$ cat src/design/exu_alu_pkg.sv
// Shared width, opcodes and payload structs of the RV32I integer ALU slice
`default_nettype none

package exu_alu_pkg;

  //////////////////////////////////////////////////////////////////////
  // Widths and encodings

  localparam int xlen = 32;                       // RV32 data width

  localparam logic [1:0] grp_alu = 2'b00;         // Regular ALU group

  // Major opcodes handled by this slice
  localparam logic [6:0] opc_op    = 7'b0110011;  // Reg-reg
  localparam logic [6:0] opc_opimm = 7'b0010011;  // Reg-imm
  localparam logic [6:0] opc_lui   = 7'b0110111;
  localparam logic [6:0] opc_auipc = 7'b0010111;

  localparam logic [31:0] instr_nop = 32'h0000_0013;  // addi x0,x0,0

  //////////////////////////////////////////////////////////////////////
  // Decode info word, 16 bits, MSB first

  typedef struct packed {
    logic       nop;     // 15 Canonical NOP or illegal
    logic       op1pc;   // 14 PC as first operand
    logic       op2imm;  // 13 Immediate as second operand
    logic       lui;     // 12
    logic       sra;     // 11
    logic       srl;     // 10
    logic       sll;     // 9
    logic       band;    // 8
    logic       bor;     // 7
    logic       bxor;    // 6
    logic       sltu;    // 5
    logic       slt;     // 4
    logic       sub;     // 3
    logic       add;     // 2
    logic [1:0] grp;     // 1:0 Instruction group
  } alu_info_t;

  // Operand bundle from decode
  typedef struct packed {
    logic [xlen-1:0] rs1;
    logic [xlen-1:0] rs2;
    logic [xlen-1:0] imm;
    logic [xlen-1:0] pc;
    alu_info_t       info;
  } alu_in_t;

  // One-hot request flags to the shared datapath
  typedef struct packed {
    logic lui;
    logic sra;
    logic srl;
    logic sll;
    logic band;
    logic bor;
    logic bxor;
    logic sltu;
    logic slt;
    logic sub;
    logic add;
  } alu_op_t;

  typedef struct packed {
    alu_op_t         op;
    logic [xlen-1:0] op1;
    logic [xlen-1:0] op2;
  } alu_req_t;

  // Write-back payload
  typedef struct packed {
    logic [xlen-1:0] res;
    logic [4:0]      rd;
    logic            ilgl;    // Not an ALU instruction
  } wbck_t;

endpackage

`default_nettype wire

$ cat src/design/exu_alu_decode.sv
// RV32I ALU decoder producing the info word, immediate and rd index
`timescale 1ns/1ps
`default_nettype none

module exu_alu_decode import exu_alu_pkg::*; (
  input  wire [31:0]     instr,
  input  wire [xlen-1:0] rs1,
  input  wire [xlen-1:0] rs2,
  input  wire [xlen-1:0] pc,
  output alu_in_t        dec,
  output logic [4:0]     rd,
  output logic           ilgl
);

  logic [6:0]      opc;
  logic [2:0]      f3;
  logic [6:0]      f7;
  logic            f7_zero;    // funct7 all zero
  logic            f7_alt;     // funct7 of sub/sra
  logic [xlen-1:0] imm_i;
  logic [xlen-1:0] imm_u;
  logic            bad;
  alu_info_t       info;

  //////////////////////////////////////////////////////////////////////
  // Field extraction

  assign opc     = instr[6:0];
  assign f3      = instr[14:12];
  assign f7      = instr[31:25];
  assign f7_zero = (f7 == 7'b000_0000);
  assign f7_alt  = (f7 == 7'b010_0000);
  assign imm_i   = {{20{instr[31]}}, instr[31:20]};  // Shamt sits in [4:0]
  assign imm_u   = {instr[31:12], 12'b0};
  assign rd      = instr[11:7];

  //////////////////////////////////////////////////////////////////////
  // Info word

  always_comb begin
    info     = '0;
    info.grp = grp_alu;
    bad      = 1'b0;
    case (opc)
      opc_op, opc_opimm: begin
        info.op2imm = (opc == opc_opimm);
        case (f3)
          3'b000: begin
            info.sub = (opc == opc_op) & f7_alt;    // No subi
            info.add = ~info.sub;
          end
          3'b001: info.sll  = 1'b1;
          3'b010: info.slt  = 1'b1;
          3'b011: info.sltu = 1'b1;
          3'b100: info.bxor = 1'b1;
          3'b101: begin
            info.sra = f7_alt;
            info.srl = ~f7_alt;
          end
          3'b110: info.bor  = 1'b1;
          default: info.band = 1'b1;
        endcase
        // funct7 legality
        if (opc == opc_op) begin
          bad = ~(f7_zero | (f7_alt & ((f3 == 3'b000) | (f3 == 3'b101))));
        end else begin
          bad = ((f3 == 3'b001) & ~f7_zero) | ((f3 == 3'b101) & ~(f7_zero | f7_alt));
        end
      end
      opc_lui: begin
        info.lui    = 1'b1;
        info.op2imm = 1'b1;
      end
      opc_auipc: begin
        info.add    = 1'b1;   // pc + U-imm
        info.op1pc  = 1'b1;
        info.op2imm = 1'b1;
      end
      default: bad = 1'b1;    // Not an ALU opcode
    endcase

    if (bad) begin
      info     = '0;          // Datapath returns zero
      info.grp = grp_alu;
      info.nop = 1'b1;
    end else if (instr == instr_nop) begin
      info.nop = 1'b1;        // Keeps add, masked later
    end
  end

  assign ilgl = bad;

  assign dec = '{
    rs1:  rs1,
    rs2:  rs2,
    imm:  (opc == opc_lui || opc == opc_auipc) ? imm_u : imm_i,
    pc:   pc,
    info: info
  };

endmodule

`default_nettype wire

$ cat src/design/exu_alu_dpath.sv
// Shared ALU datapath for add, compare, logic and shift requests
`timescale 1ns/1ps
`default_nettype none

module exu_alu_dpath import exu_alu_pkg::*; (
  input  wire alu_req_t   req,
  output logic [xlen-1:0] res
);

  alu_op_t         op;
  logic [xlen-1:0] op1;
  logic [xlen-1:0] op2;
  logic            do_sub;     // Adder in subtract mode
  logic [xlen-1:0] adder_in2;
  logic [xlen:0]   sum_ext;    // Carry out on top
  logic [xlen-1:0] sum;
  logic            lt_s;
  logic            lt_u;
  logic [4:0]      shamt;
  logic [xlen-1:0] sll_res;
  logic [xlen-1:0] srl_res;
  logic [xlen-1:0] sra_res;

  assign op  = req.op;
  assign op1 = req.op1;
  assign op2 = req.op2;

  //////////////////////////////////////////////////////////////////////
  // Shared adder

  // Compares reuse the subtractor
  assign do_sub    = op.sub | op.slt | op.sltu;
  assign adder_in2 = do_sub ? ~op2 : op2;
  assign sum_ext   = {1'b0, op1} + {1'b0, adder_in2} + {{xlen{1'b0}}, do_sub};
  assign sum       = sum_ext[xlen-1:0];

  assign lt_u = ~sum_ext[xlen];          // Borrow out
  // Signs differ means op1 sign decides
  assign lt_s = (op1[xlen-1] != op2[xlen-1]) ? op1[xlen-1] : sum[xlen-1];

  //////////////////////////////////////////////////////////////////////
  // Shifter

  assign shamt   = op2[4:0];             // Upper bits ignored
  assign sll_res = op1 << shamt;
  assign srl_res = op1 >> shamt;
  assign sra_res = $signed(op1) >>> shamt;  // Sign fill

  //////////////////////////////////////////////////////////////////////
  // AND-OR result mux, zero when idle

  assign res = ({xlen{op.add | op.sub}} & sum)
             | ({xlen{op.slt}}  & {{(xlen-1){1'b0}}, lt_s})
             | ({xlen{op.sltu}} & {{(xlen-1){1'b0}}, lt_u})
             | ({xlen{op.bxor}} & (op1 ^ op2))
             | ({xlen{op.bor}}  & (op1 | op2))
             | ({xlen{op.band}} & (op1 & op2))
             | ({xlen{op.sll}}  & sll_res)
             | ({xlen{op.srl}}  & srl_res)
             | ({xlen{op.sra}}  & sra_res)
             | ({xlen{op.lui}}  & op2);      // U-imm straight out

endmodule

`default_nettype wire

$ cat src/design/exu_alu_rglr.sv
// Regular ALU unit that selects operands and issues shared datapath requests
`timescale 1ns/1ps
`default_nettype none

module exu_alu_rglr import exu_alu_pkg::*; (
  input  wire             clk,
  input  wire             rst_n,
  // Issue side
  input  wire             i_valid,
  output logic            i_ready,
  input  wire alu_in_t    i_dat,
  // Write-back side
  output logic            o_valid,
  input  wire             o_ready,
  output logic [xlen-1:0] o_wdat,
  // Shared datapath
  output alu_req_t        req,
  input  wire [xlen-1:0]  res
);

  alu_info_t info;

  assign info = i_dat.info;

  //////////////////////////////////////////////////////////////////////
  // Operand select and request flags

  always_comb begin
    req.op1      = info.op1pc  ? i_dat.pc  : i_dat.rs1;   // AUIPC uses pc
    req.op2      = info.op2imm ? i_dat.imm : i_dat.rs2;
    // NOP decodes as addi, so add is dropped here
    req.op.add   = info.add & ~info.nop;
    req.op.sub   = info.sub;
    req.op.slt   = info.slt;
    req.op.sltu  = info.sltu;
    req.op.bxor  = info.bxor;
    req.op.bor   = info.bor;
    req.op.band  = info.band;
    req.op.sll   = info.sll;
    req.op.srl   = info.srl;
    req.op.sra   = info.sra;
    req.op.lui   = info.lui;
  end

  // Handshake straight through
  assign o_valid = i_valid;
  assign i_ready = o_ready;

  assign o_wdat  = res;     // Datapath result to write-back

  //////////////////////////////////////////////////////////////////////
  // Checks

  // Decoder hands over at most one datapath operation
  a_req_onehot: assert property (@(posedge clk) disable iff (!rst_n)
    i_valid |-> $onehot0(req.op));

endmodule

`default_nettype wire

$ cat src/design/exu_alu_top.sv
// Integer ALU slice top linking decode, regular unit, datapath and write-back
`timescale 1ns/1ps
`default_nettype none

module exu_alu_top import exu_alu_pkg::*; (
  input  wire            clk,
  input  wire            rst_n,
  input  wire            i_valid,
  output logic           i_ready,
  input  wire [31:0]     i_instr,
  input  wire [xlen-1:0] i_rs1,
  input  wire [xlen-1:0] i_rs2,
  input  wire [xlen-1:0] i_pc,
  output logic           o_valid,
  input  wire            o_ready,
  output wbck_t          o_wbck
);

  alu_in_t         dec;
  logic [4:0]      rd;
  logic            ilgl;
  logic            rglr_valid;   // Regular unit to write-back
  logic            rglr_ready;
  logic [xlen-1:0] wdat;
  alu_req_t        req;
  logic [xlen-1:0] res;
  wbck_t           wb_in;

  exu_alu_decode u_decode (
    .instr (i_instr),
    .rs1   (i_rs1),
    .rs2   (i_rs2),
    .pc    (i_pc),
    .dec   (dec),
    .rd    (rd),
    .ilgl  (ilgl)
  );

  exu_alu_rglr u_rglr (
    .clk     (clk),
    .rst_n   (rst_n),
    .i_valid (i_valid),
    .i_ready (i_ready),
    .i_dat   (dec),
    .o_valid (rglr_valid),
    .o_ready (rglr_ready),
    .o_wdat  (wdat),
    .req     (req),
    .res     (res)
  );

  exu_alu_dpath u_dpath (
    .req (req),
    .res (res)
  );

  // rd and ilgl bypass the regular unit
  assign wb_in = '{res: wdat, rd: rd, ilgl: ilgl};

  exu_alu_wbck u_wbck (
    .clk     (clk),
    .rst_n   (rst_n),
    .i_valid (rglr_valid),
    .i_ready (rglr_ready),
    .i_dat   (wb_in),
    .o_valid (o_valid),
    .o_ready (o_ready),
    .o_dat   (o_wbck)
  );

endmodule

`default_nettype wire

$ cat src/design/exu_alu_wbck.sv
// One-entry write-back register with a valid/ready handshake
`timescale 1ns/1ps
`default_nettype none

module exu_alu_wbck import exu_alu_pkg::*; (
  input  wire          clk,
  input  wire          rst_n,
  input  wire          i_valid,
  output logic         i_ready,
  input  wire wbck_t   i_dat,
  output logic         o_valid,
  input  wire          o_ready,
  output wbck_t        o_dat
);

  logic  full;     // Entry occupied
  logic  load;     // Upstream handshake
  wbck_t dat_q;

  // Accept when empty or draining this cycle
  assign i_ready = ~full | o_ready;
  assign load    = i_valid & i_ready;

  //////////////////////////////////////////////////////////////////////
  // Entry state

  always_ff @(posedge clk) begin
    if (!rst_n) begin
      full <= 1'b0;
    end else if (load) begin
      full <= 1'b1;          // Refill wins over drain
    end else if (o_ready) begin
      full <= 1'b0;
    end
  end

  always_ff @(posedge clk) begin
    if (load) begin
      dat_q <= i_dat;
    end
  end

  assign o_valid = full;
  assign o_dat   = dat_q;

  //////////////////////////////////////////////////////////////////////
  // Checks

  // Stalled output holds
  a_hold: assert property (@(posedge clk) disable iff (!rst_n)
    o_valid && !o_ready |=> o_valid && $stable(o_dat));

  // Nothing pending after reset
  a_rst_empty: assert property (@(posedge clk)
    !rst_n |=> !o_valid);

endmodule

`default_nettype wire

$ cat config.mk
export PLATFORM = sky130hd
export DESIGN_NAME = exu_alu_top
export DESIGN_NICKNAME = d
export VERILOG_FILES = /design/src/design/exu_alu_pkg.sv /design/src/design/exu_alu_decode.sv /design/src/design/exu_alu_dpath.sv /design/src/design/exu_alu_rglr.sv /design/src/design/exu_alu_top.sv /design/src/design/exu_alu_wbck.sv
export SDC_FILE = /design/constraint.sdc
export NUM_CORES = 1
export LEC_CHECK = 0
export ABC_AREA = 1
export BUFFER_PORTS_ARGS = -buffer_cell sky130_fd_sc_hd__buf_2
export CAP_MARGIN = 40
export CORE_MARGIN = 5
export CORE_UTILIZATION = 43
export DETAILED_ROUTE_END_ITERATION = 12
export SLEW_MARGIN = 25
export SYNTH_ARGS = -nofsm -noshare
export SYNTH_HDL_FRONTEND = slang
export SYNTH_SLANG_ARGS = --single-unit
$ cat constraint.sdc
create_clock -name clk -period 10.85 [get_ports clk]
set_input_delay 1.6275 -clock clk [delete_from_list [all_inputs] [get_ports clk]]
set_output_delay 1.6275 -clock clk [all_outputs]
set_load 0.02 [all_outputs]
# After elaboration in Yosys (flattened, before gate mapping)
# Cells that the tools add are included.
dict set report word_totals {
  ff_bits 39
  in_bits 132
  elab_cells 99
}
dict set report classes {
  addsub 2
  eq_ne 13
  shift 3
  mux 25
  bitwise 45
  reduce_logical 7
}
# cell n
set ops {}
lappend ops {{bitwise OR 32 bit} 10}
lappend ops {{bitwise AND 32 bit} 9}
lappend ops {{2-to-1 mux 32 bit} 3}
lappend ops {{bitwise AND 32 x 1 -> 32 bit} 2}
lappend ops {{adder 32 x 32 -> 33 bit} 1}
lappend ops {{adder 33 x 1 -> 33 bit} 1}
lappend ops {{== test 32 x 5 -> 1 bit, second input constant} 1}
lappend ops {{inverter 32 bit} 1}
lappend ops {{left shift 32 x 5 -> 32 bit} 1}
lappend ops {{>> shifter 32 x 5 -> 32 bit} 1}
lappend ops {{>>> shifter 32 x 5 -> 32 bit} 1}
lappend ops {{bitwise XOR 32 bit} 1}
lappend ops {{2-to-1 mux 31 bit} 1}
lappend ops {{== test 7 x 6 -> 1 bit, second input constant} 3}
lappend ops {{2-to-1 mux 15 bit} 1}
lappend ops {{== test 7 x 5 -> 1 bit, second input constant} 2}
lappend ops {{2-to-1 mux 1 bit} 14}
lappend ops {{== test 3 bit, second input constant} 3}
lappend ops {{2-to-1 mux 9 bit} 1}
lappend ops {{inverter 1 bit} 8}
lappend ops {{bitwise OR 1 bit} 8}
lappend ops {{logical NOT 7 bit} 1}
lappend ops {{OR reduction 7 bit} 1}
lappend ops {{bitwise AND 1 bit} 6}
lappend ops {{9 further kinds} 14}

# Depth between registers and ports, before layout
dict set report logic_depth {
  word_depth 24
  depth_mapped 31
}

# Cells and area by module
# From an unflattened synthesis, not the netlist that was laid out.
dict set report unflattened {
  hier_cells 2071
  area_unflattened_um2 11961.5
}
# module n_inst cells_per_inst area_each_um2
set by_module_without_submodules {}
lappend by_module_without_submodules {exu_alu_dpath 1 1538 8005.2}
lappend by_module_without_submodules {exu_alu_decode 1 234 1468.9}
lappend by_module_without_submodules {exu_alu_rglr 1 254 1295.0}
lappend by_module_without_submodules {exu_alu_wbck 1 45 1192.4}

# Worst setup path after synthesis
# No wires, ideal clock.
dict set report synth_path {
  path_kind {input to register}
  start {in i_instr[29]}
  end {reg u_wbck.dat_q (netlist bit u_wbck.o_dat[6]) (data pin)}
  arrival_time_ns 5.027
  required_time_ns 10.597
  slack_ns 5.570
  cell_stages 29
  path_cell_list {nor2_1 nand2_1 nor2_1 nand3_1 nand3_4 nand2_4 buf_6 inv_2 or2_1 o211ai_2 buf_4 buf_2 xor2_1 ha_1 inv_1 nor3_1 a21o_1 a21oi_1 o21bai_1 nand3_1 nand2_1 nand2_1 nand2_1 a21o_1 nand2_1 nor2_1 nor2_1 nor2_1 nand2_1}
}
dict set report synth_between {
  elab_chain_cells 24
  elab_cells_between_ends 64
  cone_classes {add/sub (2); eq/ne (3); shift (3); mux (14); bitwise (41); reduce/logical (1)}
}
# item line_no
set synth_rtl {}
lappend synth_rtl {{from (decl)} exu_alu_top.sv:10} ;# input wire [31:0] i_instr,
lappend synth_rtl {{== test 7 x 6 -> 1 bit or logical NOT 7 bit (tied branches)} {exu_alu_decode.sv:32, exu_alu_decode.sv:31}}
lappend synth_rtl {{bitwise OR 1 bit} exu_alu_decode.sv:67} ;# bad = ((f3 == 3'b001) & ~f7_zero) | ((f3 == 3'b101) & ~(f7_zero | f7_alt));
lappend synth_rtl {{inverter 1 bit} exu_alu_decode.sv:67}
lappend synth_rtl {{bitwise AND 1 bit} exu_alu_decode.sv:67}
lappend synth_rtl {{bitwise OR 1 bit} exu_alu_decode.sv:67}
lappend synth_rtl {{2-to-1 mux 1 bit} exu_alu_decode.sv:64} ;# if (opc == opc_op) begin
lappend synth_rtl {{case mux 1 bit (2 select lines)} exu_alu_decode.sv:44} ;# case (opc)
lappend synth_rtl {{2-to-1 mux 15 bit} exu_alu_decode.sv:82} ;# if (bad) begin
lappend synth_rtl {{(+9 left out)} -}
lappend synth_rtl {{bitwise OR 32 bit} exu_alu_dpath.sv:55} ;# | ({xlen{op.bxor}} & (op1 ^ op2))
lappend synth_rtl {{bitwise OR 32 bit} exu_alu_dpath.sv:56} ;# | ({xlen{op.bor}} & (op1 | op2))
lappend synth_rtl {{bitwise OR 32 bit} exu_alu_dpath.sv:57} ;# | ({xlen{op.band}} & (op1 & op2))
lappend synth_rtl {{bitwise OR 32 bit} exu_alu_dpath.sv:58} ;# | ({xlen{op.sll}} & sll_res)
lappend synth_rtl {{bitwise OR 32 bit} exu_alu_dpath.sv:59} ;# | ({xlen{op.srl}} & srl_res)
lappend synth_rtl {{bitwise OR 32 bit} exu_alu_dpath.sv:60} ;# | ({xlen{op.sra}} & sra_res)
lappend synth_rtl {{bitwise OR 32 bit *} exu_alu_dpath.sv:61} ;# | ({xlen{op.lui}} & op2);
lappend synth_rtl {{via res[0]} exu_alu_top.sv:26} ;# logic [xlen-1:0] res;
lappend synth_rtl {{to (signal assigned)} exu_alu_wbck.sv:39} ;# dat_q <= i_dat;
lappend synth_rtl {{to (decl)} exu_alu_wbck.sv:18} ;# wbck_t dat_q;
# The timed path passes the listed nets; every way through them passes the cells marked *.
# A chain may end at the register's enable or synchronous reset.

# Worst setup path after layout
dict set report layout_path {
  start {in i_instr[13]}
  end {reg u_wbck.dat_q (netlist bit u_wbck.o_dat[6]) (data pin)}
}
dict set report layout_between {
  elab_chain_cells 24
  elab_cells_between_ends 71
  cone_classes {add/sub (2); eq/ne (8); shift (3); mux (20); bitwise (36); reduce/logical (2)}
}
# item line_no
set layout_rtl {}
lappend layout_rtl {{== test 3 bit or logical NOT 3 bit (tied branches)} {exu_alu_decode.sv:47, exu_alu_decode.sv:65, exu_alu_decode.sv:67}}
lappend layout_rtl {{bitwise OR 1 bit} exu_alu_decode.sv:65} ;# bad = ~(f7_zero | (f7_alt & ((f3 == 3'b000) | (f3 == 3'b101))));
lappend layout_rtl {{bitwise AND 1 bit} exu_alu_decode.sv:65}
lappend layout_rtl {{bitwise OR 1 bit} exu_alu_decode.sv:65}
lappend layout_rtl {{inverter 1 bit} exu_alu_decode.sv:65}
lappend layout_rtl {{2-to-1 mux 1 bit} exu_alu_decode.sv:64}
lappend layout_rtl {{case mux 1 bit (2 select lines)} exu_alu_decode.sv:44}
lappend layout_rtl {{2-to-1 mux 15 bit} exu_alu_decode.sv:82}
lappend layout_rtl {{(+9 left out)} -}
lappend layout_rtl {{bitwise OR 32 bit} exu_alu_dpath.sv:55}
lappend layout_rtl {{bitwise OR 32 bit} exu_alu_dpath.sv:56}
lappend layout_rtl {{bitwise OR 32 bit} exu_alu_dpath.sv:57}
lappend layout_rtl {{bitwise OR 32 bit} exu_alu_dpath.sv:58}
lappend layout_rtl {{bitwise OR 32 bit} exu_alu_dpath.sv:59}
lappend layout_rtl {{bitwise OR 32 bit} exu_alu_dpath.sv:60}
lappend layout_rtl {{bitwise OR 32 bit *} exu_alu_dpath.sv:61}
lappend layout_rtl {{via res[0]} exu_alu_top.sv:26}
# Marks and branches as above.

==> run summary <==
The count of vias placed by the detailed router came out at 13,100. The async set-or-reset flop fraction in the synthesized netlist is 0%. In this run, the number of DRC markers left after iteration 0 of detailed routing was roughly 1,600. The number of iterations in the first detailed-routing pass came out at 8.

TritonCTS built the clock tree. Across the whole layout, storage elements account for 1160 um2. The Yosys warning count came out at 0. The net switching fraction of the power is 45.1%. In the finished design, the share of the clock period the worst path needs comes to 60.4%. The share of cells above drive strength 1 is 12.9%. The count of flip-flops with a built-in enable after synthesis came out at 38. The post-layout net count came out at 2,135. CTS built an H-tree with a depth of 2.

The number of hold violations in the final report is 0. The ratio of total power to cell area is between 60 and 70 nW/um2. The detail route stage leaves a number of antenna-violating nets equal to 0. The area taken by multi-input logic gates is 7880 um2. The clock reaches the later pin of the worst-skew pair after approximately 0.28 ns. Entering global routing, the biggest net connects between 70 and 80 pins. The post-route minimum period came out at 6.55 ns. The initial core utilization came out at 43.7%. The critical path is of the input port to flop type. The via count of the first global-routing pass was 12,300.

Per report_power, the clock group accounts for 23.7% of the total. The half-perimeter wire length after placement came out at between 30,000 and 40,000 um. In this run the critical register-to-register path is launched from u_wbck.o_valid. The floorplan row count is 56. The first global-routing pass estimated 72,300 um of wire. The clock edge transition at the registers on the reported setup and hold paths is 0.06 ns.

VDD sags by at most 49.3 uV. The max-slew violation count was 0. The critical path ends at u_wbck.o_dat[6].

The buffer count from post-CTS setup fixing is 0. The internal power of the cells is roughly 0.00044 W. The final clock skew came out at 0.00166 ns. The run finished with clean final reports.

The floorplan step set the die height to about 160 um. Hold repair after CTS inserted 0 buffers. Clock tree synthesis found a total of 39 sinks. In the layout the commonest cells are sky130_fd_sc_hd__nand2_1, sky130_fd_sc_hd__nand3_1, sky130_fd_sc_hd__inv_1. After detailed placement, the design holds a cell count of 2,215. The dominant synthesized flop cell is sky130_fd_sc_hd__edfxtp_1.

Adding up every negative setup slack in the final design gives 0 ns. The die is 164 um wide. The count of pins on the block boundary came out at 172. The filler cells instantiated in the layout total ~2,600.

The maximum buffer depth of the clock tree came out at 2. For this design the static power due to leakage is 6.06 nW. The total area inside the core boundary comes to 23,500 um2. The register-to-register setup slack is between 9 and 10 ns. Using the TritonRoute via totals, the vias-per-cell ratio works out to 5.87. For this run the aggregate overflow at the end of global routing stands at 0.

Setup repair after global routing left no endpoint under its margin. The post-synthesis sequential area ratio is approximately 11%. The mapped cell area is 10,300 um2. The upper clock frequency limit is around 150 MHz. The first element of the critical path is i_instr[13]. The post-layout instance count excluding filler cells came out at 2,226. The cell area after placement came out at around 11,000 um2. The net load switching power is 0.000361 W. The most common library cell in the layout ignoring fill and taps is sky130_fd_sc_hd__nand2_1. The total wirelength of the detailed-routed design is 48,100 um. The port buffer count came out at 171.

The final weighted congestion in routability-driven placement came out at 1.05. 0 antenna diodes ended up in the layout. The combinational share of power is 54.4%. The die covers 27,000 um2. Each instance of the synthesized netlist takes up on average 5.73 um2.

From synthesis to final layout, the design area changed by 12.3%. Measured in cells, the most critical reg-to-reg path has a length of 2. The synthesized net count came out at just over 2,000. The count of unresolved DRC violations after routing is 0. The average wire per standard cell is 21.6 um. The post-cts repair resize count came out at 0. The number of storage elements in the synthesis netlist came out at 39.

The count of maximum capacitance violations came out at 0. The total routing resource utilization after global routing is 35.0%. The portion of total power attributed to sequential cells is between 20% and 30%. The number of clock buffers added by TritonCTS is 5. The setup violation total in the final timing report is 0. The worst setup path is launched from an input port. Headroom to the max-slew limit came out at 39.3%. The path class of the tightest hold or removal check is flop to flop. The finished cells cover 11,500 um2. The slew at the pin with the worst max-slew slack came out at 0.910 ns.

The number of antenna violations at the first check in global routing came to 0. The count of mapped cells out of synthesis came out at 1,789. Yosys mapped the design onto 53 distinct sky130hd cell types. The capture instance of the worst register-to-register path is u_wbck.o_dat[37]. The root cell of the clock tree is sky130_fd_sc_hd__clkbuf_16.

The critical path arrival is between 6 and 7 ns. STA puts the critical path data required time at 10.89 ns. The biggest fanout along the worst timing path came out at 49. STA classifies the critical path endpoint as a flop.
stage by stage:
stage	worst slack (ns)	hold WS [ns]	total power, W	util, %
CTS	4.41	0.563	0.000790	49.0
finish	4.30	0.554	0.000801	49.1
global route	3.75	0.599	0.000853	49.1
global placement	4.21	0.540	0.000597	47.9
detailed placement	4.13	0.555	0.000601	48.2
floorplan	5.57	0.729	0.000463	-
sequential cells by signal (all words and copies together), names as in the netlist:
register        cells
u_wbck.o_dat       38
u_wbck.o_valid      1
logic make-up (layout without fill, tap and decap cells):
family / count (synthesis) / after routing / share of synthesized area [%]
AND/OR/NAND/NOR: 923 / 923 / 38.5
AO/OA/AOI/OAI: 389 / 389 / 22.9
buffers and inverters: 306 / 424 / 12.4
adder cells (fa/ha/maj): 97 / 97 / 11.9
flip-flops: 39 / 39 / 11.3
XOR/XNOR: 35 / 35 / 2.99
power groups by stage:
| stage | Clock, W | Combinational (W) | Sequential, W |
|---|---|---|---|
| 6_report | 0.000190 | 0.000436 | 0.000175 |
| 4_1_cts | 0.000191 | 0.000424 | 0.000175 |
| 5_1_grt | 0.000199 | 0.000479 | 0.000176 |
| 3_3_place_gp | 0 | 0.000419 | 0.000179 |
| 3_5_place_dp | 0 | 0.000422 | 0.000179 |
| 2_1_floorplan | 0 | 0.000274 | 0.000189 |
worst min-delay path by stage:
stage / slack, ns / endpoint / startpoint / depth (start not counted)
2_1_floorplan: 0.73 / u_wbck.o_valid / u_wbck.o_valid / 2
5_1_grt: 0.60 / u_wbck.o_valid / u_wbck.o_valid / 2
3_5_place_dp: 0.55 / u_wbck.o_valid / u_wbck.o_valid / 2
4_1_cts: 0.56 / u_wbck.o_valid / u_wbck.o_valid / 2
3_3_place_gp: 0.54 / u_wbck.o_valid / u_wbck.o_valid / 2
6_report: 0.55 / u_wbck.o_valid / u_wbck.o_valid / 2
cell usage after synthesis, drive strengths merged (3+ instances only):
library cell	n	share of area (%)
o21ai	161	8.1
a22oi	15	1.1
nor2	105	3.9
inv	215	7.9
o21bai	5	0.37
clkbuf	31	1.1
nand4	32	2.0
a221oi	9	0.77
nor4	5	0.30
xor2	33	2.8
nand3b	4	0.29
nor3	17	0.83
nand2	530	20
a31oi	8	0.49
ha	96	12
nand3	219	11
a211oi	3	0.22
o211ai	40	3.0
edfxtp	38	11
or2	11	0.67
o221ai	5	0.43
buf	58	3.3
a21oi	97	4.9
o2111ai	11	0.94
o21a	26	1.9
per-layer routing:
metal | GRT usage, % | part of all wire (%) | vias up
met5 | 0 | 0 | -
met4 | 16.5 | 5.6 | 0
met3 | 5.86 | 9.5 | 124
met2 | 54.2 | 43 | 734
met1 | 47.7 | 42 | 5944
li1 | - | - | 6272
cell type report:
class | count | area share (%)
flip-flops and latches | 39 | 10.1
clock inverters | 2 | 0.521
inverters | 217 | 7.07
multi-input cells | 1444 | 68.4
repair buffers | 199 | 9.36
clock buffers | 6 | 1.12
well taps | 319 | 3.46
critical path, stage by stage:
cell	delay, ns
sky130_fd_sc_hd__buf_2	0.14
sky130_fd_sc_hd__nor2_1	0.20
sky130_fd_sc_hd__nand2_1	0.13
sky130_fd_sc_hd__nand2_1	0.09
sky130_fd_sc_hd__nand3_1	0.12
sky130_fd_sc_hd__nand3_4	0.14
sky130_fd_sc_hd__nand2_4	0.15
sky130_fd_sc_hd__nand2_1	0.62
sky130_fd_sc_hd__o21ai_0	0.31
sky130_fd_sc_hd__o21ai_4	0.11
sky130_fd_sc_hd__buf_4	0.52
sky130_fd_sc_hd__xor2_1	0.15
sky130_fd_sc_hd__ha_1	0.38
sky130_fd_sc_hd__nand2_1	0.09
sky130_fd_sc_hd__nor3_1	0.32
sky130_fd_sc_hd__a21o_1	0.21
sky130_fd_sc_hd__a21oi_1	0.07
sky130_fd_sc_hd__o21bai_1	0.20
sky130_fd_sc_hd__nand3_1	0.12
sky130_fd_sc_hd__nand2_1	0.13
sky130_fd_sc_hd__nand2_1	0.06
sky130_fd_sc_hd__nand2_1	0.16
sky130_fd_sc_hd__a21o_1	0.18
sky130_fd_sc_hd__nand2_1	0.05
sky130_fd_sc_hd__nor2_1	0.08
sky130_fd_sc_hd__nor2_1	0.05
sky130_fd_sc_hd__nor2_1	0.09
sky130_fd_sc_hd__nand2_1	0.06
No activity file was read; power rests on OpenSTA's default activity.
